`config.mk`:
```
export PLATFORM = sky130hd
export DESIGN_NAME = nomem_timer_flat
export DESIGN_NICKNAME = d
export VERILOG_FILES = /design/src/logic/mera_bus_pkg.sv /design/src/logic/bus_if.sv /design/src/logic/nomem_timer.sv /design/src/flat_wrapper.sv
export SDC_FILE = /design/constraint.sdc
export NUM_CORES = 1
export LEC_CHECK = 0
export BUFFER_PORTS_ARGS = -buffer_cell sky130_fd_sc_hd__buf_2
export CAP_MARGIN = 20
export CORE_AREA = 3 3 40 42
export CTS_CLUSTER_DIAMETER = 100
export DETAILED_ROUTE_END_ITERATION = 7
export DIE_AREA = 0 0 43 45
export PLACE_DENSITY = 0.38
export SYNTH_ARGS = -nofsm -noshare
export SYNTH_HDL_FRONTEND = slang
export SYNTH_SLANG_ARGS = --single-unit
export TNS_END_PERCENT = 30
```
`constraint.sdc`:
```
create_clock -name clk_sys -period 2.08 [get_ports clk_sys]
set_input_delay 0.104 -clock clk_sys [delete_from_list [all_inputs] [get_ports clk_sys]]
set_output_delay 0.104 -clock clk_sys [all_outputs]
set_load 0.05 [all_outputs]
```
`src/logic/mera_bus_pkg.sv`:
```
package mera_bus_pkg;

	// --------------------------------------------------
	// widths
	// --------------------------------------------------

	// bus word, bit 0 is the MSB
	localparam int WORD_W = 16;
	// block (segment) number
	localparam int NB_W = 4;

	typedef logic [0:WORD_W-1] word_t;
	typedef logic [0:NB_W-1] nb_t;

	// --------------------------------------------------
	// memory geometry
	// --------------------------------------------------

	// frames present, blocks 0 and 1 only
	localparam int MEM_FRAMES = 2;
	// word select bits inside one frame
	localparam int FRAME_AW = 8;
	// frame select bits, taken from the low end of nb
	localparam int FRAME_BITS = $clog2(MEM_FRAMES);
	// full memory index width
	localparam int MEM_AW = FRAME_BITS + FRAME_AW;
	localparam int MEM_WORDS = MEM_FRAMES << FRAME_AW;

	// --------------------------------------------------
	// timing
	// --------------------------------------------------

	// cycles from req to ok inside the memory
	localparam int MEM_DLY = 2;
	// cycles from req to tmo when nothing answers
	localparam int ALARM_DLY_TICKS = 8;
	// timer counter width, holds ALARM_DLY_TICKS-1
	localparam int TMR_W = $clog2(ALARM_DLY_TICKS);

	// --------------------------------------------------
	// bus opcodes
	// --------------------------------------------------

	// kind of the open request
	typedef enum logic [1:0] {
		OP_NONE,
		OP_READ,
		OP_WRITE
	} bus_op_t;

endpackage

```
`src/logic/bus_if.sv`:
```
interface bus_if;

	// request side, driven by bus_io
	logic req;
	mera_bus_pkg::bus_op_t op;
	mera_bus_pkg::nb_t nb;
	mera_bus_pkg::word_t ad;
	mera_bus_pkg::word_t dt;

	// memory answer
	logic ok;
	mera_bus_pkg::word_t rd;

	// missing-memory timeout
	logic tmo;

	// bus_io: issues requests, collects outcomes
	modport io (
		output req, op, nb, ad, dt,
		input ok, rd, tmo
	);

	// memory block
	modport mem (
		input req, op, nb, ad, dt,
		output ok, rd
	);

	// watchdog only sees start and answer
	modport tmr (
		input req, ok,
		output tmo
	);

endinterface

```
`src/logic/nomem_timer.sv`:
```
module nomem_timer (
	input logic clk_sys,
	input logic reset,
	bus_if.tmr b
);

	logic running;
	logic [mera_bus_pkg::TMR_W-1:0] cnt;

	// --------------------------------------------------
	// countdown
	// --------------------------------------------------

	// loaded on req and stopped by ok or by expiry
	always_ff @(posedge clk_sys) begin
		if (reset) begin
			running <= 1'b0;
			cnt <= '0;
		end else if (b.req) begin
			running <= 1'b1;
			// last tick is the one where cnt reads zero
			cnt <= mera_bus_pkg::TMR_W'(mera_bus_pkg::ALARM_DLY_TICKS - 1);
		end else if (b.ok) begin
			running <= 1'b0;
			cnt <= '0;
		end else if (running) begin
			if (cnt == '0) begin
				running <= 1'b0;
			end else begin
				cnt <= cnt - 1'b1;
			end
		end
	end

	// expiry pulse lasts one cycle since running drops next
	assign b.tmo = running && (cnt == '0);

	// timeout only a full count after a request, never from an idle counter
	a_tmo_after_req: assert property (
		@(posedge clk_sys) disable iff (reset)
		b.tmo |-> $past(b.req, mera_bus_pkg::ALARM_DLY_TICKS)
	) else $error("tmo while counter idle");

endmodule

```
`src/flat_wrapper.sv`:
```
// flat-port wrapper written by rule: the top's interface ports become plain ports
module nomem_timer_flat 
  (clk_sys, reset, b_req, b_ok, b_tmo);
  bus_if b_i ();
  input logic clk_sys;
  input logic reset;
  input wire logic [$bits(b_i.req)-1:0] b_req;
  input wire logic [$bits(b_i.ok)-1:0] b_ok;
  output wire logic [$bits(b_i.tmo)-1:0] b_tmo;
  assign b_i.req = b_req;
  assign b_i.ok = b_ok;
  assign b_tmo = b_i.tmo;
  nomem_timer u_core (.clk_sys(clk_sys), .reset(reset), .b(b_i));
endmodule
```
# Yosys cells after proc, flatten, opt, wreduce, memory -nomap -nowiden
# Index checks and enable logic that the tools add are counted.
# totals
ff_bits	4
word_cells	16
output_inout_bits	1
in_bits	4
# op_classes
addsub	1
n_eq_ne	1
n_reduce_logical	4
n_mux	8
# op_table
operator	count
2-to-1 mux 3 bit	4
2-to-1 mux 1 bit	4
zero test 3 bit	1
!= test 3 bit, second input constant	1
nonzero test 3 bit	1
subtractor 3 x 1 -> 3 bit, second input constant	1
AND reduction 2 bit	1
logical AND 1 bit	1

# Longest topological paths before layout
# depth
ltp_word	5
ltp_mapped	6

# Least setup slack after synthesis
# Ideal clock, no wire load.
# synth_timing
path_type	register to register
start	register u_core.cnt[0] in the netlist's numbering
end	register u_core.cnt[0] in the netlist's numbering
path_buffers	0
path_stages_with_launch	7
period_less_slack_ns	1.401
path_slack_ns	0.679
arrival_ns	1.326
cell_sequence	dfxtp_1 > inv_1 > ha_1 > ha_1 > nand2b_4 > or3_1 > a31oi_1
# synth_via
elab_chain_cells	5
word_cells_on_any_way	8
# synth_rtl
element	line_no	rtl
from (decl)	nomem_timer.sv:8	logic [mera_bus_pkg::TMR_W-1:0] cnt;
from (signal assigned)	nomem_timer.sv:22	cnt <= mera_bus_pkg::TMR_W'(mera_bus_pkg::ALARM_DLY_TICKS - 1);
from (signal assigned)	nomem_timer.sv:30	cnt <= cnt - 1'b1;
subtractor 3 x 1 -> 3 bit	nomem_timer.sv:30	
2-to-1 mux 3 bit	nomem_timer.sv:27	if (cnt == '0) begin
2-to-1 mux 3 bit	nomem_timer.sv:26	end else if (running) begin
2-to-1 mux 3 bit	nomem_timer.sv:23	end else if (b.ok) begin
2-to-1 mux 3 bit	nomem_timer.sv:19	end else if (b.req) begin
# Parallel ways exist; a longest one is shown, timed or not. The select of a mux whose other input is x is not followed.
# A chain may end at the register's enable or synchronous reset.

# Worst setup path after layout
# layout_timing
start	register u_core.cnt[0] in the netlist's numbering
end	output port b_tmo
# layout_via
elab_chain_cells	2
# layout_rtl
element	line_no	rtl
zero test 3 bit	nomem_timer.sv:36	assign b.tmo = running && (cnt == '0);
logical AND 1 bit	nomem_timer.sv:36	
to (decl)	flat_wrapper.sv:9	output wire logic [$bits(b_i.tmo)-1:0] b_tmo;
# No other way between the ends.

==> reports/metrics.csv <==
metric;value;unit
DRC;0;
Reg power frac;41.0;%
crit share post-route;74.2;%
Die Y;45;um
Gate power share;16.1;%
CP peak stage delay;350;ps
Lkg Pwr;0.000124;uW
clock buffer depth;2;
clk sink count;4;
cts repair resizes;0;
crit end category;primary output;
first-pass GRT wire length;793;um
crit path max fanout;4;
Worst Skew;0.471;ps
Setup-failing EPs final;0;
Max Fclk;648;MHz
# H-tree levels;1;
maximum VDD drop;0.240;mV
Sw Pwr;50.0;uW
Slew Viols, Final;0;
share of cells above drive strength 1;29.0;%
mapped cell area;216;sq um
post-synthesis compound-gate area fraction;13.3;%
Post-Layout Cell Count;46;
CTS tree;done;
syn avg cell area;9.02;sq um
Max-Cap Viols;0;
antenna cell count;0;
post-route ant nets;0;
sequential fraction of the synthesis area;37.0;%
largest net degree at the start of global routing;6;
Area Overhead vs Synth;28.3;%
CP dominant cell by count;ha_1;
nets@finish;39;
outcome;finished, final reports clean;
drt total wl;420;um
asr flop ratio synth;0;%
Post-Syn Nets;30;
Root Buffer;clkbuf_4;
area fraction of the dominant cell type after synthesis;37.0;%
setup TNS;0;ps
CP max stage cell;dfxtp_1;
post-placement cell area;255;sq um
crit-path cells;inv_1 > ha_1 > ha_1 > and2_2 > buf_2;
main combinational cell family by area after synthesis;simple AND/OR/NAND/NOR gates;
CTS clock-pin slew for the worst setup and hold paths;30;ps
Worst Setup Start Kind;flop;
most frequent cell after synthesis;inv_1;
Min Hold Slack;89.9;ps
CP top delay family;adder cells;
die width;43;um
CTS hold repair buffers;0;
placed cells;43;
clock latency on the worst-skew pair;230;ps
Post-synth top cells;5 x inv_1, 4 x dfxtp_1;
vias in the first global route;207;
Slew @ Worst Pin;264;ps
Slew HR;82.1;%
Clk pwr share;42.8;%
Setup Buffers After CTS;0;
Hold Vio Cnt, Final;0;
post-synth cell types;13;
post-synthesis simple-gate area fraction;29.5;%
RSZ-0062 raised after global routing;no;
WL/cell;9.13;um
full die area;1940;sq um
Pwr per Cell Area;766;nW/um^2
Initial Utilization;16.8;%
yosys warns;0;
fin crit period;1540;ps
HPWL Detailed;365;um
Vias/cell;4.15;
Setup CP Type;reg -> out;
Hold/Removal Path Class;in -> reg;
Yosys top cell by area;dfxtp_1;
Post-Synth Adder-Cell Area;11.6;%
post-route cell area;278;sq um
GRT Util Overall;5.83;%
antenna violations before repair;0;
Vias;191;
# IOs;5;
mux contribution to synthesized area;0;%
Yosys reg bits;4;
Syn Inst Count;24;
standard-cell rows;13;
main area contributors after synthesis;dfxtp_1 37%, ha_1 12%, inv_1 8.7%;
GPL Wtd Cong;0.694;
Port Buf Inserts;4;
Worst Path Required;1980;ps
number of iterations in the first detailed-routing pass;2;
Internal;163;uW
top_reg_cell synth;dfxtp_1;
Num CTS Buffers;3;
CORE AREA;1280;sq um
XOR/XNOR Fraction of Synth Area;0;%
Buf/Inv on CP;2;
Detailed Route Iter0 Violations;2;
EDFF count, synth;0;
crit path DAT;1440;ps
Sw Share;23.5;%
global route total overflow;0;
[registers in the layout, indices dropped and copies added, names as in the netlist]
name	flops
u_core.cnt	3
u_core.running	1
[worst paths after layout]
check / start / to / slack (ps) / depth (start not counted)
max reg2reg: u_core.cnt[0]$_SDFFE_PP0P_ / u_core.cnt[0]$_SDFFE_PP0P_ / 560 / 6
min: reset / u_core.cnt[0]$_SDFFE_PP0P_ / 90 / 2
min reg2reg: u_core.cnt[0]$_SDFFE_PP0P_ / u_core.cnt[0]$_SDFFE_PP0P_ / 510 / 2
max: u_core.cnt[0]$_SDFFE_PP0P_ / b_tmo / 540 / 5
[final cells by class]
cell class	count	area, sq um
clock buffers	3	22.5
repair buffers	4	20.0
inverters	5	18.8
well taps	15	18.8
flip-flops and latches	4	80.1
fillers	150	1010
multi-input cells	15	118
[through the flow]
| step | power (uW) | utilization (%) | setup slack [ps] |
|---|---|---|---|
| finish | 213 | 21.6 | 538 |
| detailed placement | 123 | 19.9 | 571 |
| CTS | 220 | 21.6 | 521 |
| global route | 233 | 21.6 | 394 |
| floorplan | 112 | - | 679 |
| global placement | 122 | 19.9 | 591 |
[cells by family after synthesis]
logic type | Yosys count
simple gates | 9
buf+inv | 5
compound gates | 4
flops | 4
fa+ha+maj | 2
[routing by layer]
metal,part of all wire [%],GRT usage (%),wire [um],vias up
met3,11,4.38,47,0
li1,-,-,-,99
met5,0,0,0,-
met1,48,6.75,201,86
met4,0,3.61,0,0
met2,41,7.49,171,6
[layout by cell type (no fill, tap or decap), types with 2 or more instances in the layout]
| master | n |
|---|---|
| nor2_1 | 2 |
| inv_1 | 5 |
| dfxtp_1 | 4 |
| ha_1 | 2 |
| a311oi_1 | 2 |
| buf_2 | 4 |
| clkbuf_4 | 3 |
| nor4b_1 | 2 |
[power by group through the flow]
stage                     Clock (uW)  Sequential (uW)  Combinational [uW]
after floorplan                    0             87.1                25.1
after detailed placement           0             88.7                34.5
final                           91.2             87.4                34.3
after global placement             0             88.6                33.6
after global routing             105             88.4                39.5
after CTS                       97.7             87.5                34.7
(Power assumes the default switching activity.)
