**src/logic/mera_bus_pkg.sv**
```systemverilog
package mera_bus_pkg;

	// --------------------------------------------------
	// widths
	// --------------------------------------------------

	// bus word, bit 0 is the MSB
	localparam int WORD_W = 16;
	// block (segment) number
	localparam int NB_W = 4;

	typedef logic [0:WORD_W-1] word_t;
	typedef logic [0:NB_W-1] nb_t;

	// --------------------------------------------------
	// memory geometry
	// --------------------------------------------------

	// frames present, blocks 0 and 1 only
	localparam int MEM_FRAMES = 2;
	// word select bits inside one frame
	localparam int FRAME_AW = 8;
	// frame select bits, taken from the low end of nb
	localparam int FRAME_BITS = $clog2(MEM_FRAMES);
	// full memory index width
	localparam int MEM_AW = FRAME_BITS + FRAME_AW;
	localparam int MEM_WORDS = MEM_FRAMES << FRAME_AW;

	// --------------------------------------------------
	// timing
	// --------------------------------------------------

	// cycles from req to ok inside the memory
	localparam int MEM_DLY = 2;
	// cycles from req to tmo when nothing answers
	localparam int ALARM_DLY_TICKS = 8;
	// timer counter width, holds ALARM_DLY_TICKS-1
	localparam int TMR_W = $clog2(ALARM_DLY_TICKS);

	// --------------------------------------------------
	// bus opcodes
	// --------------------------------------------------

	// kind of the open request
	typedef enum logic [1:0] {
		OP_NONE,
		OP_READ,
		OP_WRITE
	} bus_op_t;

endpackage

```
**src/logic/bus_if.sv**
```systemverilog
interface bus_if;

	// request side, driven by bus_io
	logic req;
	mera_bus_pkg::bus_op_t op;
	mera_bus_pkg::nb_t nb;
	mera_bus_pkg::word_t ad;
	mera_bus_pkg::word_t dt;

	// memory answer
	logic ok;
	mera_bus_pkg::word_t rd;

	// missing-memory timeout
	logic tmo;

	// bus_io: issues requests, collects outcomes
	modport io (
		output req, op, nb, ad, dt,
		input ok, rd, tmo
	);

	// memory block
	modport mem (
		input req, op, nb, ad, dt,
		output ok, rd
	);

	// watchdog only sees start and answer
	modport tmr (
		input req, ok,
		output tmo
	);

endinterface

```
**src/logic/bus_io.sv**
```systemverilog
module bus_io (
	input logic clk_sys,
	input logic reset,
	// master strobes
	input logic dw,
	input logic dr,
	input logic dmcl,
	input mera_bus_pkg::nb_t dnb,
	input mera_bus_pkg::word_t dad,
	input mera_bus_pkg::word_t ddt,
	// reply to master
	output logic rok,
	output logic ren,
	output logic busy,
	output logic awaria,
	output mera_bus_pkg::word_t rdt,
	// towards responders
	bus_if.io b
);

	mera_bus_pkg::bus_op_t op_dec;
	logic accept;

	// --------------------------------------------------
	// strobe decode
	// --------------------------------------------------

	// read wins when both strobes are up
	always_comb begin
		if (dr) begin
			op_dec = mera_bus_pkg::OP_READ;
		end else if (dw) begin
			op_dec = mera_bus_pkg::OP_WRITE;
		end else begin
			op_dec = mera_bus_pkg::OP_NONE;
		end
	end

	// strobes during busy are dropped
	assign accept = !busy && (op_dec != mera_bus_pkg::OP_NONE);

	// --------------------------------------------------
	// request register
	// --------------------------------------------------

	// one req pulse, op held for the whole transfer
	always_ff @(posedge clk_sys) begin
		if (reset) begin
			b.req <= 1'b0;
			b.op <= mera_bus_pkg::OP_NONE;
		end else begin
			b.req <= accept;
			if (accept) begin
				b.op <= op_dec;
			end
		end
	end

	// payload fields, stable until the next accepted strobe
	always_ff @(posedge clk_sys) begin
		if (accept) begin
			b.nb <= dnb;
			b.ad <= dad;
			b.dt <= ddt;
		end
	end

	// --------------------------------------------------
	// reply
	// --------------------------------------------------

	always_ff @(posedge clk_sys) begin
		if (reset) begin
			busy <= 1'b0;
			rok <= 1'b0;
			ren <= 1'b0;
			awaria <= 1'b0;
			rdt <= '0;
		end else begin
			rok <= b.ok;
			ren <= b.tmo;
			// busy from accept to the first outcome
			if (accept) begin
				busy <= 1'b1;
			end else if (b.ok || b.tmo) begin
				busy <= 1'b0;
			end
			// read data only on a read answer
			if (b.ok && (b.op == mera_bus_pkg::OP_READ)) begin
				rdt <= b.rd;
			end
			// sticky alarm, a fresh timeout beats master clear
			if (b.tmo) begin
				awaria <= 1'b1;
			end else if (dmcl) begin
				awaria <= 1'b0;
			end
		end
	end

	// memory and watchdog never claim the same transfer
	a_ok_tmo_excl: assert property (
		@(posedge clk_sys) disable iff (reset)
		!(b.ok && b.tmo)
	) else $error("ok and tmo high together");

	// master sees exactly one outcome per transfer
	a_rok_ren_excl: assert property (
		@(posedge clk_sys) disable iff (reset)
		!(rok && ren)
	) else $error("rok and ren high together");

endmodule

```
**src/flat_wrapper.sv**
```systemverilog
// flat-port wrapper written by rule: the top's interface ports become plain ports
module bus_io_flat 
  (clk_sys, reset, dw, dr, dmcl, dnb, dad, ddt, rok, ren, busy, awaria, rdt, b_req, b_op, b_nb, b_ad, b_dt, b_ok, b_rd, b_tmo);
  bus_if b_i ();
  input logic clk_sys;
  input logic reset;
  input logic dw;
  input logic dr;
  input logic dmcl;
  input mera_bus_pkg::nb_t dnb;
  input mera_bus_pkg::word_t dad;
  input mera_bus_pkg::word_t ddt;
  output logic rok;
  output logic ren;
  output logic busy;
  output logic awaria;
  output mera_bus_pkg::word_t rdt;
  output wire logic [$bits(b_i.req)-1:0] b_req;
  output wire logic [$bits(b_i.op)-1:0] b_op;
  output wire logic [$bits(b_i.nb)-1:0] b_nb;
  output wire logic [$bits(b_i.ad)-1:0] b_ad;
  output wire logic [$bits(b_i.dt)-1:0] b_dt;
  input wire logic [$bits(b_i.ok)-1:0] b_ok;
  input wire logic [$bits(b_i.rd)-1:0] b_rd;
  input wire logic [$bits(b_i.tmo)-1:0] b_tmo;
  assign b_req = b_i.req;
  assign b_op = b_i.op;
  assign b_nb = b_i.nb;
  assign b_ad = b_i.ad;
  assign b_dt = b_i.dt;
  assign b_i.ok = b_ok;
  assign b_i.rd = b_rd;
  assign b_i.tmo = b_tmo;
  bus_io u_core (.clk_sys(clk_sys), .reset(reset), .dw(dw), .dr(dr), .dmcl(dmcl), .dnb(dnb), .dad(dad), .ddt(ddt), .rok(rok), .ren(ren), .busy(busy), .awaria(awaria), .rdt(rdt), .b(b_i));
endmodule
```
**config.mk**
```make
export PLATFORM = sky130hd
export DESIGN_NAME = bus_io_flat
export DESIGN_NICKNAME = d
export VERILOG_FILES = /design/src/logic/mera_bus_pkg.sv /design/src/logic/bus_if.sv /design/src/logic/bus_io.sv /design/src/flat_wrapper.sv
export SDC_FILE = /design/constraint.sdc
export NUM_CORES = 1
export LEC_CHECK = 0
export ABC_AREA = 1
export BUFFER_PORTS_ARGS = -buffer_cell sky130_fd_sc_hd__buf_4
export CORE_MARGIN = 1
export CORE_UTILIZATION = 42
export DETAILED_ROUTE_END_ITERATION = 8
export PLACE_DENSITY = 0.78
export SLEW_MARGIN = 20
export SYNTH_ARGS = -nofsm -noshare
export SYNTH_HDL_FRONTEND = slang
export SYNTH_SLANG_ARGS = --single-unit
```
**constraint.sdc**
```tcl
create_clock -name clk_sys -period 2 [get_ports clk_sys]
set_input_delay 0.1 -clock clk_sys [delete_from_list [all_inputs] [get_ports clk_sys]]
set_output_delay 0.1 -clock clk_sys [all_outputs]
set_load 0.05 [all_outputs]
```
# [After elaboration in Yosys (flattened, before gate mapping)]
# Cells that the tools add are included.
[totals] ff_bits=59 latch_bits=0 ram_bits=0 rom_bits=0 in_bits=59 output_inout_bits=59 wordCells=24 n_memories=0
[op_classes] n_addsub=0 n_mul=0 div_mod_pow=0 order_cmp=0 n_eq_ne=1 n_shift=0 n_mux=6 n_bitwise=0 reduce_logical=7
[op_table] operator="2-bit nonzero test" count=3
[op_table] operator="1-bit 2-to-1 mux" count=4
[op_table] operator="2-bit 2-to-1 mux" count=2
[op_table] operator="2-bit by 1-bit equality test with 1-bit output, second input constant" count=1
[op_table] operator="1-bit logical AND" count=2
[op_table] operator="1-bit logical NOT" count=1
[op_table] operator="1-bit logical OR" count=1

# [Longest topological paths before layout]
# Gate-level depths: netlist of the first run.
[logic_depth] ltp_word=5 depth_mapped=6 mapped_depth_nobuf=5

# [Least setup slack after synthesis of the first run]
# Ideal clock, no wire load.
[synth_timing] path_type="register to register" from="reg u_core.busy" to="reg u_core.b.ad[0] (enable)" setup_time_ns=0.391 arrival_ns=1.480 t_required_ns=1.609 path_slack_ns=0.130 path_stages_with_launch=4 n_path_buf=0 period_less_slack_ns=1.870 path_cell_list="dfxtp_1 inv_1 o21ai_0 inv_1"
[synth_via] elab_chain_cells=2
[synth_rtl] item="from (decl)" line="bus_io.sv:14" source="output logic busy,"
[synth_rtl] item="from (signal assigned)" line="bus_io.sv:74" source="busy <= 1'b0;"
[synth_rtl] item="from (signal assigned)" line="bus_io.sv:84" source="busy <= 1'b1;"
[synth_rtl] item="from (signal assigned)" line="bus_io.sv:86" source="busy <= 1'b0;"
[synth_rtl] item="1-bit logical NOT" line="bus_io.sv:40" source="assign accept = !busy && (op_dec != mera_bus_pkg::OP_NONE);"
[synth_rtl] item="1-bit logical AND" line="bus_io.sv:40"
[synth_rtl] item="via u_core.accept" line="bus_io.sv:22" source="logic accept;"
[synth_rtl] item="to (signal assigned)" line="bus_io.sv:63" source="b.ad <= dad;"
[synth_rtl] item="to (decl)" line="bus_if.sv:19" source="output req, op, nb, ad, dt,"
# The timed path passes the listed nets, and every way through them passes these cells.
# A chain may end at the register's enable or synchronous reset.

# [Worst setup path after layout of the first run]
[layout_timing] from="reg u_core.busy" to="reg u_core.b.dt[6] (enable)"
[layout_via] elab_chain_cells=2
[layout_rtl] item="1-bit logical NOT" line="bus_io.sv:40"
[layout_rtl] item="1-bit logical AND" line="bus_io.sv:40"
[layout_rtl] item="via u_core.accept" line="bus_io.sv:22"
[layout_rtl] item="to (signal assigned)" line="bus_io.sv:64" source="b.dt <= ddt;"
[layout_rtl] item="to (decl)" line="bus_if.sv:19"
# The timed path passes the listed nets, and every way through them passes these cells.

==> impl_metrics.py, run 1 <==
metrics = {
    "worst_setup_path": {
        "crit_path_end_kind": "flop",
        "startpoint_type": "flop",
        "worstPathCellList": "inv_1 -> o21ai_0 -> inv_1 -> buf_4",
        "cp.required_ns": 1.97,
        "r2r-start": "u_core.busy$_SDFFE_PP0P_",
        "r2r_slack_ns": 0.54,
        "r2r-end": "u_core.b.dt[6]$_DFFE_PP_",
        "slowest_delay_ns": 0.40,
        "path_buf_inv": 3,
        "path_common_cell": "inv_1",
        "crit_arrival_ns": 1.44,
        "cp_max_fo": 36,
        "critPathSlowestCell": "buf_4",
        "critical_path_class": "flop to flop",
        "crit_family": "buffers and inverters",
        "reg2reg_depth": 4,
    },
    "outcome": {
        "violations": "design-rule violations",
        "outcome": "finished, violations left",
    },
    "sta": {
        "max_freq_mhz": 683,
        "timing.hold.ws_ns": 0.0200,
        "min_period_over_period_pct": 73.2,
        "finClkSkew_ns": 0.00648,
        "drv_slew": 0,
        "rsz0062_at_grt": "false",
        "relSlewSlack_pct": 61.2,
        "setup_viol": 0,
        "tightest_slew_ns": 0.582,
        "fin_setup_tns_ns": 0,
        "hold_viol": 0,
        "fin_crit_ns": 1.46,
    },
    "yosys": {
        "ys_seq_area_share_pct": 77.7,
        "synth_seq_cells": 59,
        "ys_types": 14,
        "yosys_warnings": 0,
        "synthDominantCellAreaShare_pct": 54.5,
        "synthesis.area_um2": 1980,
        "syn_avg_cell_area_um2": 12.1,
        "syn_inst": 164,
        "ys_top_cells_by_area": "edfxtp_1, dfxtp_1, nand2_1",
        "syn_nets": 223,
        "synth_area_leader_cell": "edfxtp_1",
    },
    "final_layout": {
        "fin_util_pct": 81.2,
        "drive_gt1_share_pct": 39.5,
        "fin_nets": 401,
        "diodes": 0,
        "area_delta_synth_final_pct": 81.8,
    },
    "routing": {
        "drtPass1Iterations": 7,
        "drc_errors": 26,
        "routedWlPerCell_um": 16.1,
        "drt-initial-drc-count": 129,
        "ant_nets": 0,
        "num_vias": 1834,
        "routed_wl_um": 6410,
        "vias_per_cell": 4.60,
    },
    "clocking": {
        "h-tree-depth": 3,
        "cts_sinks": 59,
        "post_cts_buffers": 0,
        "clkLatencyLatePin_ns": 0.33,
        "root_buffer": "clkbuf_8",
        "cts_tree": "built",
        "clock_tree.buffer_depth": 2,
        "path_clk_slew_ns": 0.06,
        "cts_resized": 0,
        "cts.hold.buffers_added": 52,
        "cts_buffers": 9,
    },
    "worst_hold_path": {
        "worstHoldPathCells": 3,
        "hp-class": "primary input to flop",
        "min_from": "b_rd[2]",
        "hold_end": "u_core.rdt[2]$_SDFFE_PP0P_",
    },
    "global_routing": {
        "grt_max_degree": 37,
        "grt_pass1_wl_um": 9670,
        "antenna_found_initial": 0,
        "grt_pass1_vias": 1824,
        "track_usage_pct": 26.5,
        "grt_overflow": 0,
    },
    "die": {
        "coreArea_um2": 4440,
        "start_util_pct": 44.7,
        "die_x_um": 70.7,
        "die_y_um": 70.7,
        "rows": 24,
        "fp.dieArea_um2": 5000,
        "ios": 118,
    },
    "placement": {
        "dp_hpwl_um": 3180,
        "io_buffers": 117,
        "gp_congestion": 0.840,
    },
    "flow_run": {
        "max_cap_violations": 0,
    },
    "pwr": {
        "peakVddDrop_uv": 502,
        "powerDensity_nw_per_um2": 887,
        "leakagePower_nw": 1.72,
    },
}
[power by group]
| part | leakage (nW) | switching (W) | internal, W |
|---|---|---|---|
| Combinational | 1.08 | 0.000470 | 0.000272 |
| Clock | 0.0935 | 0.000465 | 0.000565 |
| Sequential | 0.544 | 0.0000364 | 0.00139 |
| Total | 1.72 | 0.000971 | 0.00223 |
[per-layer routing]
layer	GRT usage [%]	up-vias	routed length (um)
li1	-	869	-
met5	0	-	0
met2	45.1	98	3290
met1	30.6	857	2390
met3	9.54	10	646
met4	10.2	0	87
[stage by stage]
step                instance area [um2]  instances  total power [W]  worst slack [ns]
finish                             3610        399          0.00320             0.536
global placement                   2890        330          0.00208             0.698
global route                       3610        399          0.00331             0.478
CTS                                3600        398          0.00317             0.633
floorplan                          1980        164          0.00185             0.130
detailed placement                 2890        330          0.00209             0.648
[how the worst max path moves through the flow]
stage                     slack, ns                startpoint                        end  cells past startpoint
after detailed placement       0.65  u_core.busy$_SDFFE_PP0P_  u_core.b.ad[10]$_DFFE_PP_                      4
final                          0.54  u_core.busy$_SDFFE_PP0P_   u_core.b.dt[6]$_DFFE_PP_                      4
after global placement         0.70  u_core.busy$_SDFFE_PP0P_   u_core.b.dt[4]$_DFFE_PP_                      4
after floorplan                0.13  u_core.busy$_SDFFE_PP0P_   u_core.b.ad[0]$_DFFE_PP_                      3
after CTS                      0.63  u_core.busy$_SDFFE_PP0P_   u_core.b.nb[2]$_DFFE_PP_                      4
after global routing           0.48  u_core.busy$_SDFFE_PP0P_   u_core.b.ad[6]$_DFFE_PP_                      4
[logic make-up after synthesis]
family,synth area share [%]
and+or+nand+nor,14.8
DFF,77.7
buffers and inverters,6.24
AOI/OAI and AO/OA,1.32
[synthesized netlist by cell type]
master and number:
nor2_1 32, edfxtp_1 36, inv_2 1, buf_6 3, nand2_1 37, dfxtp_1 23
a21oi_1 3, o21ai_0 1, o22ai_1 1, buf_4 1, nor2_2 3, inv_1 21
nand3_2 1, nand3_1 1
[flip-flops by register name (all words and copies together), names as in the netlist]
signal,count
u_core.ren,1
u_core.b.nb,4
u_core.rdt,16
u_core.b.dt,16
u_core.awaria,1
u_core.b.req,1
u_core.busy,1
u_core.rok,1
u_core.b.ad,16
u_core.b.op,2
[final cells by class]
cell class	count	area (um2)
Clock buffer	10	128
Tap cell	52	65.1
Multi-Input combinational cell	79	319
Inverter	22	82.6
Timing Repair Buffer	171	1420
Sequential cell	59	1540
Clock inverter	6	56.3
Fill cell	244	836
[worst reg2reg max path, cell delays in order, from the launching register on]
cell     delay [ns]
dfxtp_1        0.34
inv_1          0.10
o21ai_0        0.16
inv_1          0.10
buf_4          0.40
[placed cells by master, fill, tap and decap left out]
| master | instances |
|---|---|
| clkbuf_1 | 1 |
| bufinv_16 | 1 |
| dfxtp_1 | 23 |
| a21oi_1 | 3 |
| o22ai_1 | 1 |
| edfxtp_1 | 36 |
| nand3_1 | 1 |
| buf_4 | 118 |
| clkinvlp_4 | 1 |
| inv_1 | 21 |
| nand2_1 | 37 |
| nor2_1 | 32 |
| nor2_2 | 3 |
| clkbuf_8 | 9 |
| dlygate4sd3_1 | 53 |
| clkinv_1 | 1 |
| inv_2 | 1 |
| clkinv_2 | 3 |
| o21ai_0 | 1 |
| nand3_2 | 1 |
Power figures use the tool's default switching activity.
==> run 2, diff against run 1 <==
==> constraint.sdc (replaced) <==
create_clock -name clk_sys -period 1.4 [get_ports clk_sys]
set_input_delay 0.07 -clock clk_sys [delete_from_list [all_inputs] [get_ports clk_sys]]
set_output_delay 0.07 -clock clk_sys [all_outputs]
set_load 0.05 [all_outputs]
==> impl_metrics.py, run 2 (same netlist as run 1, synthesis figures left out) <==
metrics = {
    "routing": {
        "ant_nets": 0,
        "drc_errors": 26,
        "routed_wl_um": 6780,
        "drt-initial-drc-count": 188,
        "drtPass1Iterations": 7,
        "routedWlPerCell_um": 16.8,
        "num_vias": 1902,
        "vias_per_cell": 4.71,
    },
    "global_routing": {
        "antenna_found_initial": 0,
        "grt_pass1_wl_um": 10400,
        "grt_pass1_vias": 1935,
        "track_usage_pct": 28.6,
        "grt_overflow": 0,
        "grt_max_degree": 37,
    },
    "worst_setup_path": {
        "critical_path_class": "primary input to flop",
        "critPathSlowestCell": "dlygate4sd3_1",
        "crit_path_end_kind": "flop",
        "crit_family": "buffers and inverters",
        "slowest_delay_ns": 0.55,
        "cp.depth": 5,
        "reg2reg_depth": 3,
        "path_common_cell": "dlygate4sd3_1",
        "path_buf_inv": 4,
        "worstPathCellList": "dlygate4sd3_1 -> buf_4 -> inv_1 -> o22ai_1 -> dlygate4sd3_1",
        "cp.required_ns": 1.61,
        "cp_max_fo": 3,
        "startpoint_type": "primary input",
        "crit_arrival_ns": 1.47,
    },
    "final_layout": {
        "area_delta_synth_final_pct": 85.4,
        "diodes": 0,
        "fin_util_pct": 82.8,
        "final_common_cell": "buf_4",
        "drive_gt1_share_pct": 40.1,
        "fin_nets": 406,
        "layout_common_cells": "buf_4, dlygate4sd3_1, nand2_1",
        "instances_no_fill": 404,
        "reg_top3": "u_core.b.ad (16), u_core.b.dt (16), u_core.rdt (16)",
    },
    "pwr": {
        "leakagePower_nw": 1.73,
        "clkPwrFrac_pct": 29.7,
        "power_switching_w": 0.00144,
        "powerDensity_nw_per_um2": 1220,
        "swShare_pct": 32.3,
        "p_seq_share_pct": 45.8,
        "combPwrFrac_pct": 24.4,
        "peakVddDrop_uv": 654,
        "p_int_w": 0.00303,
    },
    "placement": {
        "gp_congestion": 0.807,
        "place_inst": 331,
        "dp_hpwl_um": 3340,
        "io_buffers": 117,
        "post-place-ws_ns": 0.336,
    },
    "sta": {
        "max_freq_mhz": 797,
        "setup_viol": 0,
        "hold_viol": 0,
        "fin_setup_tns_ns": 0,
        "drv_slew": 0,
        "relSlewSlack_pct": 79.3,
        "rsz0062_at_grt": "false",
        "finClkSkew_ns": 0.00862,
        "setup_ws_ns": 0.145,
        "tightest_slew_ns": 0.309,
        "fin_crit_ns": 1.25,
        "min_period_over_period_pct": 89.6,
    },
    "die": {
        "rows": 24,
        "die_x_um": 70.7,
        "fp.dieArea_um2": 5000,
        "start_util_pct": 44.7,
        "coreArea_um2": 4440,
        "ios": 118,
        "die_y_um": 70.7,
    },
    "worst_hold_path": {
        "hp-class": "primary input to flop",
        "worstHoldPathCells": 3,
    },
    "clocking": {
        "root_buffer": "clkbuf_8",
        "path_clk_slew_ns": 0.07,
        "cts_sinks": 59,
        "clock_tree.buffer_depth": 2,
        "cts_buffers": 9,
        "cts_tree": "built",
        "post_cts_buffers": 0,
        "cts.hold.buffers_added": 57,
        "clkLatencyLatePin_ns": 0.33,
        "h-tree-depth": 3,
        "cts_resized": 0,
    },
    "outcome": {
        "violations": "design-rule violations",
        "outcome": "finished, violations left",
    },
    "flow_run": {
        "max_cap_violations": 0,
    },
}
-- run 2: cell type report --
cell class	count	area [um2]
fillers	237	766
inverters	22	88.8
clock buffers	10	128
repair buffers	176	1490
well taps	52	65.1
flip-flops and latches	59	1550
multi-input cells	79	330
clock inverters	6	32.5
-- run 2: per-layer routing --
layer | wire (um) | up-vias | GRT usage (%) | part of all wire [%]
met5 | 0 | - | 0 | 0
met2 | 3400 | 124 | 48.2 | 50
met4 | 127 | 0 | 10.7 | 1.9
met1 | 2580 | 885 | 34.3 | 38
li1 | - | 879 | - | -
met3 | 670 | 14 | 9.40 | 9.9
-- run 2: power by group through the flow --
stage	Combinational, W	Sequential [W]	Clock [W]
after floorplan	0.000131	0.00252	0
after global placement	0.000922	0.00207	0
after detailed placement	0.000935	0.00208	0
after CTS	0.00107	0.00204	0.00128
after global routing	0.00114	0.00206	0.00143
final	0.00109	0.00205	0.00133
-- run 2: stage by stage --
stage	power, W	hold slack, ns	instance area, um2
floorplan	0.00265	0.129	2010
global placement	0.00299	0.248	2950
detailed placement	0.00301	0.250	2950
CTS	0.00439	0.00508	3680
global route	0.00462	0.0436	3680
finish	0.00447	0.0220	3680
-- run 2: worst paths after layout --
| check | to | slack, ns | start |
|---|---|---|---|
| hold / removal | u_core.b.req$_SDFF_PP0_ | 0.02 | dw |
| setup reg to reg | u_core.awaria$_SDFFE_PP0P_ | 0.24 | u_core.awaria$_SDFFE_PP0P_ |
| hold reg to reg | u_core.b.op[0]$_SDFFE_PP0P_ | 0.49 | u_core.b.op[0]$_SDFFE_PP0P_ |
| setup / recovery | u_core.awaria$_SDFFE_PP0P_ | 0.15 | b_tmo |
-- run 2: tightest hold or removal path, stage by stage --
cell,delay (ns)
buf_4,0.10
o21ai_4,0.07
nor2_1,0.07
==> run 3, diff against run 2 <==
--- a/config.mk
+++ b/config.mk
@@ -11,6 +11,8 @@
 export CORE_UTILIZATION = 42
 export DETAILED_ROUTE_END_ITERATION = 8
 export PLACE_DENSITY = 0.78
+export RECOVER_POWER = 25
+export SETUP_SLACK_MARGIN = 0.3
 export SLEW_MARGIN = 20
 export SYNTH_ARGS = -nofsm -noshare
 export SYNTH_HDL_FRONTEND = slang
==> impl_metrics.py, run 3 (same netlist as run 1, synthesis figures left out) <==
metrics = {
    "outcome": {
        "outcome": "finished, violations left",
        "violations": "design-rule violations",
    },
    "routing": {
        "drtPass1Iterations": 7,
        "drt-initial-drc-count": 127,
        "drc_errors": 26,
        "num_vias": 1894,
        "ant_nets": 0,
        "routedWlPerCell_um": 17.2,
        "routed_wl_um": 6920,
        "vias_per_cell": 4.70,
    },
    "worst_hold_path": {
        "min_from": "dr",
        "hold_end": "u_core.b.op[1]$_SDFFE_PP0P_",
        "worstHoldPathCells": 4,
        "hp-class": "primary input to flop",
    },
    "die": {
        "die_x_um": 70.7,
        "rows": 24,
        "fp.dieArea_um2": 5000,
        "start_util_pct": 44.7,
        "coreArea_um2": 4440,
        "ios": 118,
        "die_y_um": 70.7,
    },
    "pwr": {
        "leakagePower_nw": 1.73,
        "finalPower_w": 0.00464,
        "peakVddDrop_uv": 879,
        "powerDensity_nw_per_um2": 1260,
    },
    "final_layout": {
        "stdcell_area_um2": 3690,
        "area_delta_synth_final_pct": 86.0,
        "fin_nets": 405,
        "final_common_cell": "buf_4",
        "diodes": 0,
        "layout_common_cells": "buf_4, dlygate4sd3_1, nand2_1, clkbuf_4, edfxtp_1",
        "drive_gt1_share_pct": 40.7,
        "instances_no_fill": 403,
        "reg_top3": "u_core.b.ad (16), u_core.b.dt (16), u_core.rdt (16)",
    },
    "clocking": {
        "clock_tree.buffer_depth": 2,
        "cts_buffers": 9,
        "cts_tree": "built",
        "clkLatencyLatePin_ns": 0.34,
        "path_clk_slew_ns": 0.07,
        "cts_sinks": 59,
        "h-tree-depth": 3,
        "root_buffer": "clkbuf_8",
    },
    "sta": {
        "tightest_slew_ns": 0.196,
        "rsz0062_at_grt": "true",
        "drv_slew": 0,
        "timing.hold.ws_ns": 0.0463,
        "hold_viol": 0,
        "max_freq_mhz": 910,
        "setup_viol": 0,
        "min_period_over_period_pct": 78.5,
        "finClkSkew_ns": 0.0137,
        "fin_crit_ns": 1.10,
        "relSlewSlack_pct": 87.0,
        "fin_setup_tns_ns": 0,
    },
    "placement": {
        "place_inst": 331,
        "placed_cell_area_um2": 2940,
        "gp_congestion": 0.741,
        "dp_hpwl_um": 3500,
        "io_buffers": 117,
    },
    "worst_setup_path": {
        "startpoint_type": "flop",
        "r2r_slack_ns": 0.30,
        "critical_path_class": "flop to flop",
        "crit_arrival_ns": 1.12,
        "cp.required_ns": 1.42,
        "cp_max_fo": 36,
        "crit_path_end_kind": "flop",
        "r2r-end": "u_core.b.nb[0]$_DFFE_PP_",
        "r2r-start": "u_core.busy$_SDFFE_PP0P_",
        "reg2reg_depth": 4,
    },
    "global_routing": {
        "grt_overflow": 0,
        "track_usage_pct": 28.4,
        "grt_pass1_vias": 1905,
        "grt_max_degree": 37,
        "grt_pass1_wl_um": 10100,
        "antenna_found_initial": 0,
    },
    "flow_run": {
        "max_cap_violations": 0,
    },
}
run 3: worst max-delay path, cell delays in order (launching register included):
cell        delay, ns
dfxtp_4          0.36
inv_4            0.06
o21ai_4          0.06
clkinvlp_4       0.08
buf_12           0.21
run 3: worst max-delay path by stage:
stage / from / endpoint / slack [ns] / cells after the start
2_1_floorplan: u_core.busy$_SDFFE_PP0P_ / u_core.b.ad[0]$_DFFE_PP_ / -0.08 / 3
3_3_place_gp: u_core.busy$_SDFFE_PP0P_ / u_core.b.ad[12]$_DFFE_PP_ / 0.35 / 4
3_5_place_dp: u_core.busy$_SDFFE_PP0P_ / u_core.b.ad[7]$_DFFE_PP_ / 0.33 / 4
4_1_cts: b_ok / u_core.rdt[1]$_SDFFE_PP0P_ / 0.31 / 7
5_1_grt: u_core.busy$_SDFFE_PP0P_ / u_core.b.dt[11]$_DFFE_PP_ / 0.27 / 4
6_report: u_core.busy$_SDFFE_PP0P_ / u_core.b.nb[0]$_DFFE_PP_ / 0.30 / 4
run 3: cell type report:
cell class	instances	area, um2
Timing Repair Buffer	175	1470
Multi-Input combinational cell	79	330
Inverter	22	91.3
Clock buffer	10	128
Tap cell	52	65.1
Fill cell	250	753
Clock inverter	6	56.3
Sequential cell	59	1550
run 3: power by group:
group	internal, W	total [W]	switching [W]
sequential	0.00199	0.00205	0.0000618
clock	0.000807	0.00150	0.000693
combinational	0.000403	0.00109	0.000684
run 3: per-stage QoR:
stage	utilization (%)	worst slack, ns
after CTS	82.9	0.311
final	83.1	0.302
after floorplan	-	-0.0796
after global placement	66.2	0.350
after detailed placement	66.2	0.333
after global routing	83.1	0.274
run 3: layer usage:
layer / share of wire [%] / routed length [um] / global-route usage, %
met5: 0 / 0 / 0
met4: 2.7 / 185 / 10.4
met3: 9.7 / 668 / 10.3
met2: 49 / 3370 / 47.6
met1: 39 / 2690 / 33.8
run 3: what timing repair did:
| item | in CTS | in global routing |
|---|---|---|
| endpoints found under the hold margin | 58 | 0 |
| setup buffers | 0 | 0 |
| endpoints found under the setup margin | 0 | 53 |
| hold buffers | 56 | 0 |
| resized for setup | 0 | 4 |
